===== src/busTypesPkg.sv =====
// CPU-side and chipset-side signal types, imported by the register path RTL and its testbench
package busTypesPkg;

    ////////////////////////////////////////////////////////////
    // CPU local bus
    ////////////////////////////////////////////////////////////

    // 68040 SIZ encoding
    typedef logic [1:0] sizeCode_t;

    // Low address bits A[1:0]
    typedef logic [1:0] addrLow_t;

    // Byte lanes, MSB is upper-upper, LSB is lower-lower
    typedef logic [3:0] laneMask_t;

    localparam sizeCode_t SIZ_LONG = 2'b00;
    localparam sizeCode_t SIZ_BYTE = 2'b01;
    localparam sizeCode_t SIZ_WORD = 2'b10;
    // Line is run as a long on register space
    localparam sizeCode_t SIZ_LINE = 2'b11;

    localparam laneMask_t LANE_NONE = 4'b0000;
    localparam laneMask_t LANE_ALL  = 4'b1111;

    // Request as seen at TSn
    typedef struct packed {
        logic      rnw;
        addrLow_t  addrLow;
        sizeCode_t siz;
    } cpuReq_t;

    ////////////////////////////////////////////////////////////
    // Chipset register port
    ////////////////////////////////////////////////////////////

    // 68000 style strobes, all active low
    typedef struct packed {
        logic asN;
        logic udsN;
        logic ldsN;
        logic regenN;
    } chipStrobe_t;

    // Data buffer enables and direction
    typedef struct packed {
        logic vbenN;
        logic drdenN;
        logic drdDir;
    } bufCtrl_t;

endpackage


===== src/chipBusTimingPkg.sv =====
// Register cycle states and chipset timing constants, imported by the execute and result stages
package chipBusTimingPkg;

    ////////////////////////////////////////////////////////////
    // Register cycle FSM
    ////////////////////////////////////////////////////////////

    typedef enum logic [1:0] {
        // Nothing pending
        REG_IDLE     = 2'd0,
        // Waiting for C1 rise with the bus free
        REG_WAIT_BUS = 2'd1,
        // AS, DS and REGEN low for one C1 period
        REG_STROBE   = 2'd2,
        // Strobes released, tack pulse out
        REG_DONE     = 2'd3
    } regState_t;

    ////////////////////////////////////////////////////////////
    // Timing
    ////////////////////////////////////////////////////////////

    // Flops between the chipset pins and the FSM
    localparam int DBR_SYNC_STAGES = 2;

    // TACKn low time in CLK80 cycles, one 40 MHz period
    localparam int TACK_HOLD_CYCLES = 2;

    // Hold counter width
    localparam int TACK_CNT_W = $clog2(TACK_HOLD_CYCLES + 1);

    // Remaining TACKn low cycles
    typedef logic [TACK_CNT_W-1:0] tackCnt_t;

    // Synchronizer shift register
    typedef logic [DBR_SYNC_STAGES-1:0] syncPipe_t;

endpackage


===== src/byteEnableDecode.sv =====
// Decode stage, latches a register space request at TSn and drives byte lanes and UDS/LDS
module byteEnableDecode
    import busTypesPkg::*;
(
    input  logic      CLK80,
    input  logic      RESETn,
    input  logic      TSn,
    input  logic      REGSPACEn,
    input  logic      RnW,
    input  sizeCode_t SIZ,
    input  addrLow_t  A,
    // Done pulse from the result stage
    input  logic      busy,
    output cpuReq_t   req,
    output laneMask_t lanes,
    output logic      uds,
    output logic      lds,
    output logic      start
);

    // Request in flight
    logic held;
    logic capture;

    // Lane rule for 68040 SIZ and A[1:0], big endian
    function automatic laneMask_t laneDecode(input sizeCode_t siz, input addrLow_t addr);
        laneMask_t mask;
        unique case (siz)
            SIZ_BYTE: mask = laneMask_t'(4'b1000 >> addr);
            // A1 picks the upper or lower half
            SIZ_WORD: mask = addr[1] ? 4'b0011 : 4'b1100;
            SIZ_LONG,
            SIZ_LINE: mask = LANE_ALL;
            default:  mask = LANE_ALL;
        endcase
        return mask;
    endfunction

    // Only one transfer at a time, a TSn while held is dropped
    assign capture = !TSn && !REGSPACEn && !held;

    ////////////////////////////////////////////////////////////
    // Capture and hold
    ////////////////////////////////////////////////////////////

    always_ff @(posedge CLK80) begin
        if (!RESETn) begin
            held  <= 1'b0;
            lanes <= LANE_NONE;
            start <= 1'b0;
        end else begin
            start <= 1'b0;
            if (capture) begin
                held  <= 1'b1;
                lanes <= laneDecode(SIZ, A);
                start <= 1'b1;
            end else if (busy) begin
                // Released on the last TACKn cycle
                held  <= 1'b0;
                lanes <= LANE_NONE;
            end
        end
    end

    // Request fields only
    always_ff @(posedge CLK80) begin
        if (capture) begin
            req <= '{rnw: RnW, addrLow: A, siz: SIZ};
        end
    end

    // UDS covers the even bytes of each word, LDS the odd ones
    assign uds = lanes[3] | lanes[1];
    assign lds = lanes[2] | lanes[0];

    // A held request always owns at least one lane
    lanesHeld: assert property (@(posedge CLK80) disable iff (!RESETn)
        held |-> lanes != LANE_NONE);

endmodule


===== src/registerCycleSm.sv =====
// Execute stage, runs one 68000 style chipset register cycle on the C1/C3 phase clocks
module registerCycleSm
    import busTypesPkg::*;
    import chipBusTimingPkg::*;
(
    input  logic        CLK80,
    input  logic        RESETn,
    input  logic        C1,
    input  logic        C3,
    input  logic        DBRn,
    input  logic        start,
    input  cpuReq_t     req,
    input  logic        uds,
    input  logic        lds,
    output chipStrobe_t strobes,
    output bufCtrl_t    buffers,
    output logic        regTack
);

    // Synchronizer chains
    syncPipe_t dbrPipe;
    syncPipe_t c1Pipe;
    syncPipe_t c3Pipe;

    logic dbrSync;
    logic c1Sync;
    logic c3Sync;
    // Previous synced C1 for edge detect
    logic c1Last;
    logic c1Rise;
    // C1 rise in the expected phase
    logic busEdge;

    regState_t state;
    regState_t nextState;
    // Next cycle is a strobe cycle
    logic nextStrobe;

    ////////////////////////////////////////////////////////////
    // Chipset input synchronizers
    ////////////////////////////////////////////////////////////

    always_ff @(posedge CLK80) begin
        if (!RESETn) begin
            // Bus free, clocks low
            dbrPipe <= '1;
            c1Pipe  <= '0;
            c3Pipe  <= '0;
            c1Last  <= 1'b0;
        end else begin
            dbrPipe <= {dbrPipe[DBR_SYNC_STAGES-2:0], DBRn};
            c1Pipe  <= {c1Pipe[DBR_SYNC_STAGES-2:0], C1};
            c3Pipe  <= {c3Pipe[DBR_SYNC_STAGES-2:0], C3};
            c1Last  <= c1Sync;
        end
    end

    assign dbrSync = dbrPipe[DBR_SYNC_STAGES-1];
    assign c1Sync  = c1Pipe[DBR_SYNC_STAGES-1];
    assign c3Sync  = c3Pipe[DBR_SYNC_STAGES-1];

    assign c1Rise = c1Sync && !c1Last;

    // C3 lags C1 by a quarter period, so still low at a true C1 rise
    assign busEdge = c1Rise && !c3Sync;

    ////////////////////////////////////////////////////////////
    // Register cycle FSM
    ////////////////////////////////////////////////////////////

    always_comb begin
        nextState = state;
        unique case (state)
            REG_IDLE: begin
                if (start) begin
                    nextState = REG_WAIT_BUS;
                end
            end
            REG_WAIT_BUS: begin
                // DBRn low holds us here
                if (busEdge && dbrSync) begin
                    nextState = REG_STROBE;
                end
            end
            REG_STROBE: begin
                // One full C1 period of strobes
                if (busEdge) begin
                    nextState = REG_DONE;
                end
            end
            REG_DONE: begin
                nextState = REG_IDLE;
            end
            default: begin
                nextState = REG_IDLE;
            end
        endcase
    end

    assign nextStrobe = (nextState == REG_STROBE);

    // Outputs registered off the next state, so they line up with REG_STROBE
    always_ff @(posedge CLK80) begin
        if (!RESETn) begin
            state           <= REG_IDLE;
            strobes         <= '1;
            buffers.vbenN   <= 1'b1;
            buffers.drdenN  <= 1'b1;
            buffers.drdDir  <= 1'b0;
        end else begin
            state           <= nextState;
            strobes.asN     <= !nextStrobe;
            strobes.regenN  <= !nextStrobe;
            strobes.udsN    <= !(nextStrobe && uds);
            strobes.ldsN    <= !(nextStrobe && lds);
            buffers.vbenN   <= !nextStrobe;
            buffers.drdenN  <= !nextStrobe;
            // Buffer drives toward the chipset on writes
            buffers.drdDir  <= nextStrobe && !req.rnw;
        end
    end

    // Strobes are already high here
    assign regTack = (state == REG_DONE);

    // AS only starts with the synced bus grant high
    asNeedsBus: assert property (@(posedge CLK80) disable iff (!RESETn)
        $fell(strobes.asN) |-> $past(dbrSync));

    tackOneCycle: assert property (@(posedge CLK80) disable iff (!RESETn)
        regTack |=> !regTack);

endmodule


===== src/cycleTermination.sv =====
// Result stage, stretches the register cycle end pulse into TACKn, TBIn and TCIn
module cycleTermination
    import chipBusTimingPkg::*;
(
    input  logic CLK80,
    input  logic RESETn,
    input  logic regTack,
    output logic tackN,
    output logic tbiN,
    output logic tciN,
    output logic done
);

    // Cycles of TACKn low still to go
    tackCnt_t holdCnt;

    ////////////////////////////////////////////////////////////
    // Hold counter
    ////////////////////////////////////////////////////////////

    always_ff @(posedge CLK80) begin
        if (!RESETn) begin
            holdCnt <= '0;
        end else if (regTack) begin
            // Low from the next cycle on
            holdCnt <= tackCnt_t'(TACK_HOLD_CYCLES);
        end else if (holdCnt != '0) begin
            holdCnt <= holdCnt - 1'b1;
        end
    end

    assign tackN = (holdCnt == '0);

    // Register space is neither burstable nor cacheable
    assign tbiN = tackN;
    assign tciN = tackN;

    // Last low cycle frees the decode stage
    assign done = (holdCnt == tackCnt_t'(1));

    // Exactly the hold time, then back high
    tackWidth: assert property (@(posedge CLK80) disable iff (!RESETn)
        $fell(tackN) |-> !tackN [*TACK_HOLD_CYCLES] ##1 tackN);

endmodule


===== src/u712RegTop.sv =====
// Register access top, joins decode, execute and result stages to the local bus and chipset pins
module u712RegTop
    import busTypesPkg::*;
(
    input  logic      CLK80,
    input  logic      RESETn,
    input  logic      TSn,
    input  logic      REGSPACEn,
    input  logic      RnW,
    input  sizeCode_t SIZ,
    input  addrLow_t  A,
    input  logic      C1,
    input  logic      C3,
    input  logic      DBRn,
    output logic      ASn,
    output logic      UDSn,
    output logic      LDSn,
    output logic      REGENn,
    output logic      VBENn,
    output logic      DRDENn,
    output logic      DRDDIR,
    output logic      UUBEn,
    output logic      UMBEn,
    output logic      LMBEn,
    output logic      LLBEn,
    output logic      TACKn,
    output logic      TBIn,
    output logic      TCIn
);

    cpuReq_t     cpuReq;
    laneMask_t   laneMask;
    logic        udsReq;
    logic        ldsReq;
    logic        startPulse;
    logic        regTack;
    logic        termDone;
    chipStrobe_t strobes;
    bufCtrl_t    buffers;

    ////////////////////////////////////////////////////////////
    // Decode
    ////////////////////////////////////////////////////////////

    byteEnableDecode decode (
        .CLK80     (CLK80),
        .RESETn    (RESETn),
        .TSn       (TSn),
        .REGSPACEn (REGSPACEn),
        .RnW       (RnW),
        .SIZ       (SIZ),
        .A         (A),
        .busy      (termDone),
        .req       (cpuReq),
        .lanes     (laneMask),
        .uds       (udsReq),
        .lds       (ldsReq),
        .start     (startPulse)
    );

    // Execute
    registerCycleSm execute (
        .CLK80   (CLK80),
        .RESETn  (RESETn),
        .C1      (C1),
        .C3      (C3),
        .DBRn    (DBRn),
        .start   (startPulse),
        .req     (cpuReq),
        .uds     (udsReq),
        .lds     (ldsReq),
        .strobes (strobes),
        .buffers (buffers),
        .regTack (regTack)
    );

    // Result
    cycleTermination result (
        .CLK80   (CLK80),
        .RESETn  (RESETn),
        .regTack (regTack),
        .tackN   (TACKn),
        .tbiN    (TBIn),
        .tciN    (TCIn),
        .done    (termDone)
    );

    ////////////////////////////////////////////////////////////
    // Pin unpacking
    ////////////////////////////////////////////////////////////

    assign ASn    = strobes.asN;
    assign UDSn   = strobes.udsN;
    assign LDSn   = strobes.ldsN;
    assign REGENn = strobes.regenN;

    assign VBENn  = buffers.vbenN;
    assign DRDENn = buffers.drdenN;
    assign DRDDIR = buffers.drdDir;

    // Byte enables are active low on the pins
    assign UUBEn = ~laneMask[3];
    assign UMBEn = ~laneMask[2];
    assign LMBEn = ~laneMask[1];
    assign LLBEn = ~laneMask[0];

endmodule


===== config.mk =====
export PLATFORM = sky130hd
export DESIGN_NAME = u712RegTop
export DESIGN_NICKNAME = d
export VERILOG_FILES = /design/src/busTypesPkg.sv /design/src/chipBusTimingPkg.sv /design/src/byteEnableDecode.sv /design/src/registerCycleSm.sv /design/src/cycleTermination.sv /design/src/u712RegTop.sv
export SDC_FILE = /design/constraint.sdc
export NUM_CORES = 1
export LEC_CHECK = 0
export BUFFER_PORTS_ARGS = -buffer_cell sky130_fd_sc_hd__buf_4
export CAP_MARGIN = 20
export CELL_PAD_IN_SITES_DETAIL_PLACEMENT = 1
export CELL_PAD_IN_SITES_GLOBAL_PLACEMENT = 2
export CORE_MARGIN = 5
export CORE_UTILIZATION = 31
export DETAILED_ROUTE_END_ITERATION = 10
export PLACE_DENSITY = 0.83
export SLEW_MARGIN = 0
export SYNTH_ARGS = -nofsm -noshare
export SYNTH_HDL_FRONTEND = slang
export SYNTH_SLANG_ARGS = --single-unit
export TNS_END_PERCENT = 20

===== constraint.sdc =====
create_clock -name CLK80 -period 2.6 [get_ports CLK80]
set_input_delay 0.13 -clock CLK80 [delete_from_list [all_inputs] [get_ports CLK80]]
set_output_delay 0.13 -clock CLK80 [all_outputs]
set_load 0.05 [all_outputs]

==> results of run 1 <==
[worst max-delay path by stage]
| stage | startpoint | to | slack (ns) | cells past startpoint |
|---|---|---|---|---|
| after floorplan | result.holdCnt[1] | TBIn | 1.10 | 2 |
| after global placement | result.holdCnt[1] | decode.lanes[3] | 1.34 | 3 |
| after detailed placement | decode.held | decode.lanes[0] | 1.31 | 3 |
| after CTS | result.holdCnt[1] | decode.lanes[0] | 1.28 | 3 |
| after global routing | result.holdCnt[1] | decode.lanes[2] | 1.19 | 3 |
| final | result.holdCnt[1] | decode.lanes[2] | 1.29 | 3 |
[flip-flops by register name, indices dropped and copies added (netlist names)]
name,flops
execute.c1Pipe,2
decode.lanes,4
execute.state,2
execute.strobes,3
decode.req,1
execute.buffers,1
decode.start,1
result.holdCnt,2
execute.dbrPipe,2
execute.c1Last,1
execute.c3Pipe,2
decode.held,1
[metrics by stage]
step / instances / util (%)
after floorplan: 85 / -
after global placement: 134 / 40.3
after detailed placement: 134 / 40.3
after CTS: 140 / 42.5
after global routing: 140 / 42.5
final: 140 / 42.5
[cells in the final DEF (no fill, tap or decap), drive strengths merged, types with 2 or more instances in the layout]
cell         count
nor3b            2
and2             4
nand2b           4
dfxtp           21
nor3             2
a22o             4
dlygate4sd3      2
a21oi            3
nand2            2
nor2             6
clkbuf           4
ha               2
o21ai            6
inv             12
buf             25
[cell type report]
cell class | instances | area, sq um
multi-input combinational | 45 | 304
tap | 30 | 37.5
clock buffer | 4 | 36.3
inverter | 12 | 45.0
timing repair buffer | 27 | 208
fill | 303 | 1460
sequential | 22 | 450
[cell families (layout without fill, tap and decap cells)]
| logic type | count (synthesis) | count (layout) |
|---|---|---|
| simple gates | 25 | 25 |
| flops | 22 | 22 |
| buf+inv | 18 | 43 |
| compound gates | 17 | 17 |
| fa+ha+maj | 2 | 2 |
| mux | 1 | 1 |
[power breakdown]
group          internal, uW  switching (uW)
registers               352            8.19
clock network          85.5            98.8
logic                  33.0            41.1
total                   471             148
[metal layers]
metal	track usage, %	share of wire [%]
met1	10.5	41
met2	17.0	49
met3	1.65	7.4
met4	6.36	2.0
met5	0	0
[what timing repair did]
item	4_1_cts	5_1_grt
hold endpoints to repair	2	0
buffers inserted	0	0
hold buffers	2	0
==> summary.txt, run 1 <==
Outcome
  • Status: finished clean

Detailed routing
  • Wire per inst: 12.3 um
  • Initial DRC count: 14
  • Vias: 657
  • Drt first pass iters: 2
  • # DRC: 0
  • Vias per cell: 4.69
  • Routed Antenna Nets: 0
  • Final WL: 1720 um

Floorplanning
  • Total core area: 2540 sq um
  • Boundary Pins: 26
  • Die H: 62.1 um
  • Die Wd: 62.1 um
  • Initial Utilization: 33.0%
  • Die area: 3850 sq um
  • Std cell rows: 18

Global routing
  • Initial antenna violation count: 0
  • Vias in the first global route: 613
  • Global-route wire length before repair: 2680 um
  • GRT Resource Usage Total: 9.67%
  • Global route overflow: 0
  • Largest net degree at the start of global routing: 13

Final layout
  • Final Instance Area: 1080 sq um
  • Total Nets Final: 125
  • Area delta synth->final: 28.6%
  • ANT cells: 0
  • Share of cells above drive strength 1: 29.1%

Synthesis
  • Largest family of logic cells by synthesized area: simple AND/OR/NAND/NOR gates
  • Post-Synth XOR/XNOR Area: 0%
  • Most frequent cell after synthesis: dfxtp_1
  • Async set or reset register ratio after synthesis: 0%
  • Flops & latches, synth: 22
  • Synth top cells by count: 21 x dfxtp_1, 12 x inv_1, 6 x nor2_1, 6 x o21ai_0, 5 x buf_4
  • Cells after Synth: 85
  • Synth Area in Compound Gates: 14.1%
  • EDFF count, synth: 1
  • Syn Nets: 99
  • Area fraction of the dominant cell type after synthesis: 50.0%
  • Mux cell area share after synthesis: 1.19%
  • Sequential share of the synthesized area: 53.6%
  • Distinct cells, synth: 26
  • Yosys warns: 0
  • Ranking of synthesized cells by area: dfxtp_1 50%, inv_1 5.4%, buf_4 4.5%, a22o_1 4.2%, o21ai_0 3.6%
  • Synth Area in Simple Gates: 17.9%
  • Cell taking the most area after synthesis: dfxtp_1
  • Main synth FF type: dfxtp_1
  • Syn Std Cell Area: 841 sq um
  • Adder-cell share of the synthesized area: 2.98%
  • Syn Area/Cell: 9.89 sq um

Clock network
  • Num CTS Buffers: 3
  • Latest clock arrival within the worst-skew pair: 0.30 ns
  • CTS tree: yes
  • Resized cells post-CTS: 0
  • Clock Tree Buf Depth: 2
  • Clock transition at path regs: 0.12 ns
  • Clk sinks: 22
  • Max H-tree Level: 1
  • CTS Root Cell: clkbuf_4

Worst setup path
  • Reg-to-Reg End: decode.lanes[2]
  • CP Data Arrival Time: 1.56 ns
  • CP Launch Type: flop
  • Internal reg-to-reg setup slack: 1.29 ns
  • RR Startpoint: result.holdCnt[1]
  • Crit path max-delay family: simple AND/OR/NAND/NOR gates
  • Required @ worst endpoint: 2.85 ns
  • Worst path buffer plus inverter count: 0
  • Sequence of cells on the critical path: nand2b_1 > nor3b_1 > a22o_1
  • Worst setup EP type: flop
  • Critical path peak fanout: 4
  • Worst r2r path cells: 3
  • Critical path type: reg -> reg
  • Cell at the slowest stage of the critical path: nor3b_1
  • Slowest Stage Delay on Critical Path: 0.50 ns

Placed design
  • Final Wtd Congestion: 0.756
  • Pre-CTS setup slack: 1.31 ns
  • Post-DP HPWL: 1370 um
  • PortBufs: 25
  • Placed inst area: 1020 sq um

Timing
  • Max Clock Skew: 0.00348 ns
  • Fin worst setup slack: 1.29 ns
  • Finish-stage setup viols: 0
  • Hold Fails Final Rpt: 0
  • Setup TNS: 0 ns
  • Max Fclk: 765 MHz
  • Slew at the pin closest to its max-slew limit: 0.571 ns
  • RSZ-0062 raised after global routing: false
  • Fin. max-slew vios: 0
  • Tcrit/Tclk final: 50.2%
  • Crit path time final: 1.31 ns
  • Max transition margin: 61.8%
  • Min Hold Slack: 0.0235 ns

Worst hold path
  • Worst hold start: C1
  • WHS Endpoint: execute.c1Pipe[0]
  • Worst min-delay path class: in -> reg
  • Hold depth: 2

Power and ir drop
  • Maximum VDD drop: 0.225 mV
  • Tot Pwr: 619 uW
  • Pleak: 0.000456 uW
  • Power per Cell Area: 572 nW/um^2

Job
  • Max cap viols: 0
Note: power is estimated with default switching activity, not from simulation.
==> inputs of run 2 (changes only) <==
Settings changed: CORE_UTILIZATION 31 to 29, PLACE_DENSITY 0.83 to 0.79.
Clock period 2.6 ns to 1.28 ns, I/O delays scaled along.
==> run 2 against run 1 <==
Against the previous run:
- global-route usage down 0.86 points
- die area up 5.8%
- design area up 5.9%
- largest cell class unchanged
- highest routed layer unchanged
==> summary.txt, run 2 (synthesis results as in run 1) <==
Outcome
  • Status: finished clean (unchanged)

Worst setup path
  • CP Data Arrival Time: 1.51 ns (was 1.56 ns)
  • Worst path buffer plus inverter count: 0 (unchanged)
  • Slowest Stage Delay on Critical Path: 0.56 ns (was 0.50 ns)
  • Critical path peak fanout: 3 (was 4)
  • CP Launch Type: flop (unchanged)
  • Cell at the slowest stage of the critical path: or4b_4 (was nor3b_1)
  • Sequence of cells on the critical path: or4b_4 > a21oi_2 > a22o_1 (was nand2b_1 > nor3b_1 > a22o_1)
  • Required @ worst endpoint: 1.53 ns (was 2.85 ns)
  • Critical path type: reg -> reg (unchanged)
  • Worst setup EP type: flop (unchanged)
  • Crit path max-delay family: simple AND/OR/NAND/NOR gates (unchanged)

Floorplanning
  • Die area: 4080 sq um (was 3850 sq um)
  • Die H: 63.8 um (was 62.1 um)
  • Std cell rows: 19 (was 18)
  • Boundary Pins: 26 (unchanged)
  • Total core area: 2760 sq um (was 2540 sq um)
  • Initial Utilization: 30.5% (was 33.0%)
  • Die Wd: 63.8 um (was 62.1 um)

Timing
  • Max Fclk: 799 MHz (was 765 MHz)
  • Slew at the pin closest to its max-slew limit: 0.263 ns (was 0.571 ns)
  • Hold Fails Final Rpt: 0 (unchanged)
  • Crit path time final: 1.25 ns (was 1.31 ns)
  • Fin worst setup slack: 0.0282 ns (was 1.29 ns)
  • Max Clock Skew: 0.00229 ns (was 0.00348 ns)
  • Fin. max-slew vios: 0 (unchanged)
  • Finish-stage setup viols: 0 (unchanged)
  • RSZ-0062 raised after global routing: true (was false)
  • Tcrit/Tclk final: 97.8% (was 50.2%)
  • Max transition margin: 82.3% (was 61.8%)

Final layout
  • Total Nets Final: 131 (was 125)
  • Top Registers: decode.lanes x4, execute.strobes x3 (unchanged)
  • Fillers: 327 (was 303)
  • Commonest non-fill, non-tap cell in the layout: buf_4 (unchanged)
  • Commonest non-fill, non-tap cells in the layout: 27 x buf_4, 21 x dfxtp_1, 12 x inv_1 (was 25 x buf_4, 21 x dfxtp_1, 12 x inv_1)
  • Max reg flops: 4 (unchanged)
  • Share of cells above drive strength 1: 31.0% (was 29.1%)
  • Top reg by flops: decode.lanes (unchanged)
  • ANT cells: 0 (unchanged)
  • Area delta synth->final: 36.2% (was 28.6%)

Clock network
  • CTS tree: yes (unchanged)
  • Clock transition at path regs: 0.12 ns (about the same)
  • Clk sinks: 22 (unchanged)
  • CTS Root Cell: clkbuf_4 (unchanged)
  • Clock Tree Buf Depth: 2 (unchanged)
  • Latest clock arrival within the worst-skew pair: 0.30 ns (about the same)
  • Num CTS Buffers: 3 (unchanged)
  • Max H-tree Level: 1 (unchanged)

Placed design
  • Post-DP HPWL: 1370 um (about the same)
  • PortBufs: 25 (unchanged)
  • Pre-CTS setup slack: 0.0365 ns (was 1.31 ns)
  • Final Wtd Congestion: 0.742 (was 0.756)

Detailed routing
  • Vias: 675 (was 657)
  • Vias per cell: 4.59 (was 4.69)
  • Routed Antenna Nets: 0 (unchanged)
  • Initial DRC count: 16 (was 14)
  • Final WL: 1720 um (about the same)
  • # DRC: 0 (unchanged)
  • Drt first pass iters: 3 (was 2)
  • Wire per inst: 11.7 um (was 12.3 um)

Job
  • Max cap viols: 0 (unchanged)

Power and ir drop
  • Power per Cell Area: 1110 nW/um^2 (was 572 nW/um^2)
  • Tot Pwr: 1270 uW (was 619 uW)
  • Pleak: 0.000487 uW (was 0.000456 uW)
  • Maximum VDD drop: 0.455 mV (was 0.225 mV)

Global routing
  • Largest net degree at the start of global routing: 13 (unchanged)
  • Global-route wire length before repair: 2880 um (was 2680 um)
  • Global route overflow: 0 (unchanged)
  • Initial antenna violation count: 0 (unchanged)
  • GRT Resource Usage Total: 8.82% (was 9.67%)
  • Vias in the first global route: 676 (was 613)

Worst hold path
  • Worst min-delay path class: in -> reg (unchanged)
-- run 2: changes by cell type in the layout (fill, tap and decap cells not counted), sizes merged --
cell         delta
buf             +2
dlygate4sd3     +4
-- run 2: per-stage QoR --
| stage | hold WS [ns] | utilization [%] | cells | area [sq um] | setup TNS, ns |
|---|---|---|---|---|---|
| after floorplan | 0.163 | - | 85 | 843 | 0 |
| after global placement | 0.248 | 37.8 | 137 | 1040 | 0 |
| after detailed placement | 0.252 | 37.8 | 137 | 1040 | 0 |
| after CTS | 0.0510 | 41.3 | 147 | 1140 | 0 |
| after global routing | 0.0600 | 41.5 | 147 | 1140 | -0.153 |
| final | 0.0527 | 41.5 | 147 | 1140 | 0 |
-- run 2: cell type report --
type	instances	area [sq um]	area share (%)
sequential	22	450	39.3
multi-input combinational	45	312	27.2
timing repair buffer	33	263	23.0
clock buffer	4	36.3	3.17
tap	31	38.8	3.39
inverter	12	45.0	3.93
-- run 2: power breakdown --
part / leakage, uW / internal [uW] / switching [uW]
Sequential: 0.000181 / 716 / 17.0
Combinational: 0.000285 / 80.0 / 85.6
Clock: 0.0000210 / 173 / 199
-- run 2: path summary, 6_finish.rpt --
| kind | end | from | cells after the start | slack (ns) |
|---|---|---|---|---|
| worst max register to register | decode.lanes[0] | decode.held | 3 | 0.03 |
| worst max-delay path | decode.lanes[0] | decode.held | 3 | 0.03 |
| worst min register to register | execute.buffers[0] | decode.req[4] | 1 | 0.41 |
| worst min-delay path | execute.c3Pipe[1] | RESETn | 2 | 0.05 |
-- run 2: worst reg2reg max path, stage by stage, from the launching register on --
cell     delay, ns
dfxtp_1       0.35
or4b_4        0.56
a21oi_2       0.15
a22o_1        0.14
-- run 2: routing by layer --
| metal | share of wire, % | vias up | global-route usage [%] |
|---|---|---|---|
| li1 | - | 340 | - |
| met1 | 41 | 312 | 10.1 |
| met3 | 5.1 | 5 | 1.40 |
| met5 | 0 | - | 0 |
| met4 | 2.8 | 0 | 5.45 |
| met2 | 51 | 18 | 15.2 |
-- run 2: timing repair --
item	4_1_cts	5_1_grt
gates resized for setup	0	1
hold buffers	6	0
hold endpoints to repair	5	0
endpoints found under the setup margin	0	7
setup buffers	0	0
==> inputs of run 3 (changes only) <==
Settings changed: REMOVE_ABC_BUFFERS set to 1.
==> run 3 against run 2 <==
Against the previous run:
- die area is the same
- via count up 1.0%
- sequential cell count did not move
- design area increased by 2.6%
- register-to-register slack improved by 0.04 ns
- fmax grew 3.3%
- non-clock buffer count unchanged
- setup slack better by 0.040 ns
- sequential power about the same
- cell count unchanged
- combinational power rose by 4%
- routed wire length rose by 5.1%
- critical path type unchanged
- largest cell class unchanged
- largest power group unchanged
==> summary.txt, run 3 (synthesis results as in run 1) <==
Placed design
  • Final Wtd Congestion: 0.677 (was 0.742)
  • PortBufs: 25 (unchanged)
  • Placed cells: 137 (unchanged)
  • Placed inst area: 1040 sq um (about the same)
  • Post-DP HPWL: 1390 um (was 1370 um)

Floorplanning
  • Total core area: 2760 sq um (unchanged)
  • Initial Utilization: 30.5% (unchanged)
  • Std cell rows: 19 (unchanged)
  • Die area: 4080 sq um (unchanged)
  • Die H: 63.8 um (unchanged)
  • Die Wd: 63.8 um (unchanged)
  • Boundary Pins: 26 (unchanged)

Timing
  • Crit path time final: 1.21 ns (was 1.25 ns)
  • Finish-stage setup viols: 0 (unchanged)
  • Fin. max-slew vios: 0 (unchanged)
  • Setup TNS: 0 ns (unchanged)
  • Max transition margin: 75.9% (was 82.3%)
  • RSZ-0062 raised after global routing: true (unchanged)
  • Max Fclk: 825 MHz (was 799 MHz)
  • Tcrit/Tclk final: 94.6% (was 97.8%)
  • Hold Fails Final Rpt: 0 (unchanged)
  • Slew at the pin closest to its max-slew limit: 0.360 ns (was 0.263 ns)
  • Max Clock Skew: 0.00694 ns (was 0.00229 ns)

Final layout
  • Total Nets Final: 131 (unchanged)
  • Share of cells above drive strength 1: 31.9% (was 31.0%)
  • Max reg flops: 4 (unchanged)
  • Top Registers: decode.lanes x4, execute.strobes x3 (unchanged)
  • Commonest non-fill, non-tap cells in the layout: 27 x buf_4, 20 x dfxtp_1, 12 x inv_1 (was 27 x buf_4, 21 x dfxtp_1, 12 x inv_1)
  • Top reg by flops: decode.lanes (unchanged)
  • Commonest non-fill, non-tap cell in the layout: buf_4 (unchanged)
  • Layout Cells excl Fill: 147 (unchanged)
  • Area delta synth->final: 39.7% (was 36.2%)
  • Fillers: 317 (was 327)
  • Final Instance Area: 1170 sq um (was 1140 sq um)
  • ANT cells: 0 (unchanged)

Clock network
  • Clock Tree Buf Depth: 2 (unchanged)
  • CTS tree: yes (unchanged)
  • Postcts setup bufs: 0 (unchanged)
  • Max H-tree Level: 1 (unchanged)
  • CTS Root Cell: clkbuf_4 (unchanged)
  • Clock transition at path regs: 0.12 ns (about the same)
  • Clk sinks: 22 (unchanged)
  • Latest clock arrival within the worst-skew pair: 0.30 ns (about the same)
  • Num CTS Buffers: 3 (unchanged)

Detailed routing
  • # DRC: 0 (unchanged)
  • Vias: 682 (was 675)
  • Drt first pass iters: 2 (was 3)
  • Final WL: 1810 um (was 1720 um)
  • Routed Antenna Nets: 0 (unchanged)
  • Vias per cell: 4.64 (was 4.59)
  • Initial DRC count: 5 (was 16)
  • Wire per inst: 12.3 um (was 11.7 um)

Worst setup path
  • Reg-to-Reg End: decode.lanes[0] (unchanged)
  • Critical path peak fanout: 3 (unchanged)
  • CP Data Arrival Time: 1.46 ns (was 1.51 ns)
  • Critical path type: reg -> reg (unchanged)
  • Worst setup EP type: flop (unchanged)
  • Worst r2r path cells: 3 (unchanged)
  • CP Launch Type: flop (unchanged)
  • Required @ worst endpoint: 1.53 ns (about the same)
  • Internal reg-to-reg setup slack: 0.07 ns (was 0.03 ns)
  • Crit path from: decode.held (unchanged)
  • Worst Setup EP: decode.lanes[0] (unchanged)
  • RR Startpoint: decode.held (unchanged)

Job
  • Max cap viols: 0 (unchanged)

Power and ir drop
  • Pleak: 0.000495 uW (was 0.000487 uW)
  • Maximum VDD drop: 0.535 mV (was 0.455 mV)
  • Power per Cell Area: 1150 nW/um^2 (was 1110 nW/um^2)

Global routing
  • Vias in the first global route: 700 (was 676)
  • Global-route wire length before repair: 3020 um (was 2880 um)
  • Largest net degree at the start of global routing: 14 (was 13)
  • Initial antenna violation count: 0 (unchanged)
  • Global route overflow: 0 (unchanged)
  • GRT Resource Usage Total: 9.32% (was 8.82%)

Worst hold path
  • Worst min-delay path class: in -> reg (unchanged)

Outcome
  • Status: finished clean (unchanged)
## run 3: cell count changes in the layout (fill, tap and decap cells not counted)
cell,previous run,this run
nor3_2,0,1
dfxtp_2,0,1
clkbuf_8,1,0
nor3_1,2,1
clkbuf_16,0,1
nor2_2,1,0
nor2_1,5,6
a21oi_4,0,2
dfxtp_1,21,20
a21oi_2,2,0
## run 3: critical path: stages, from the launching register on
cell and delay [ns]:
dfxtp_2 0.36, or4b_4 0.53, a21oi_4 0.14, a22o_1 0.13
## run 3: metrics by stage
stage          utilization, %  setup slack [ns]  hold slack, ns  power [uW]
5_1_grt                  42.6          -0.00558          0.0418        1420
6_report                 42.6            0.0686          0.0536        1350
3_3_place_gp             37.7            0.0698           0.248         896
3_5_place_dp             37.7          -0.00102           0.251         901
4_1_cts                  41.8            0.0135          0.0239        1360
2_1_floorplan               -            -0.965           0.137         830
## run 3: final cells by class
| class | count | area, sq um | share of cell area [%] |
|---|---|---|---|
| sequential | 22 | 452 | 38.4 |
| multi-input combinational | 45 | 329 | 28.0 |
| timing repair buffer | 33 | 263 | 22.4 |
| clock buffer | 4 | 47.5 | 4.05 |
| inverter | 12 | 45.0 | 3.83 |
| tap | 31 | 38.8 | 3.30 |
## run 3: how the worst min path moves through the flow
stage | endpoint | slack [ns] | cells past startpoint | from
5_1_grt | execute.c1Pipe[0] | 0.04 | 2 | RESETn
6_report | execute.c1Pipe[1] | 0.05 | 2 | RESETn
3_3_place_gp | execute.dbrPipe[0] | 0.25 | 2 | DBRn
3_5_place_dp | decode.req[4] | 0.25 | 1 | RnW
2_1_floorplan | execute.dbrPipe[0] | 0.14 | 1 | RESETn
4_1_cts | decode.start | 0.02 | 3 | TSn
## run 3: repair_timing
item	CTS	global route
hold buffers	6	0
cloned	0	0
endpoints found under the hold margin	5	0
endpoints found under the setup margin	3	4
gates resized for setup	1	4
pin swaps	0	2
## run 3: layer usage
layer / track usage [%] / part of all wire [%]
met1: 9.61 / 42
met2: 16.7 / 50
met4: 6.23 / 1.4
met3: 1.93 / 6.2
met5: 0 / 0
## run 3: power breakdown
group / internal (uW) / switching (uW) / total, uW
logic: 82.2 / 89.9 / 172
registers: 716 / 18.1 / 734
clock network: 238 / 201 / 439
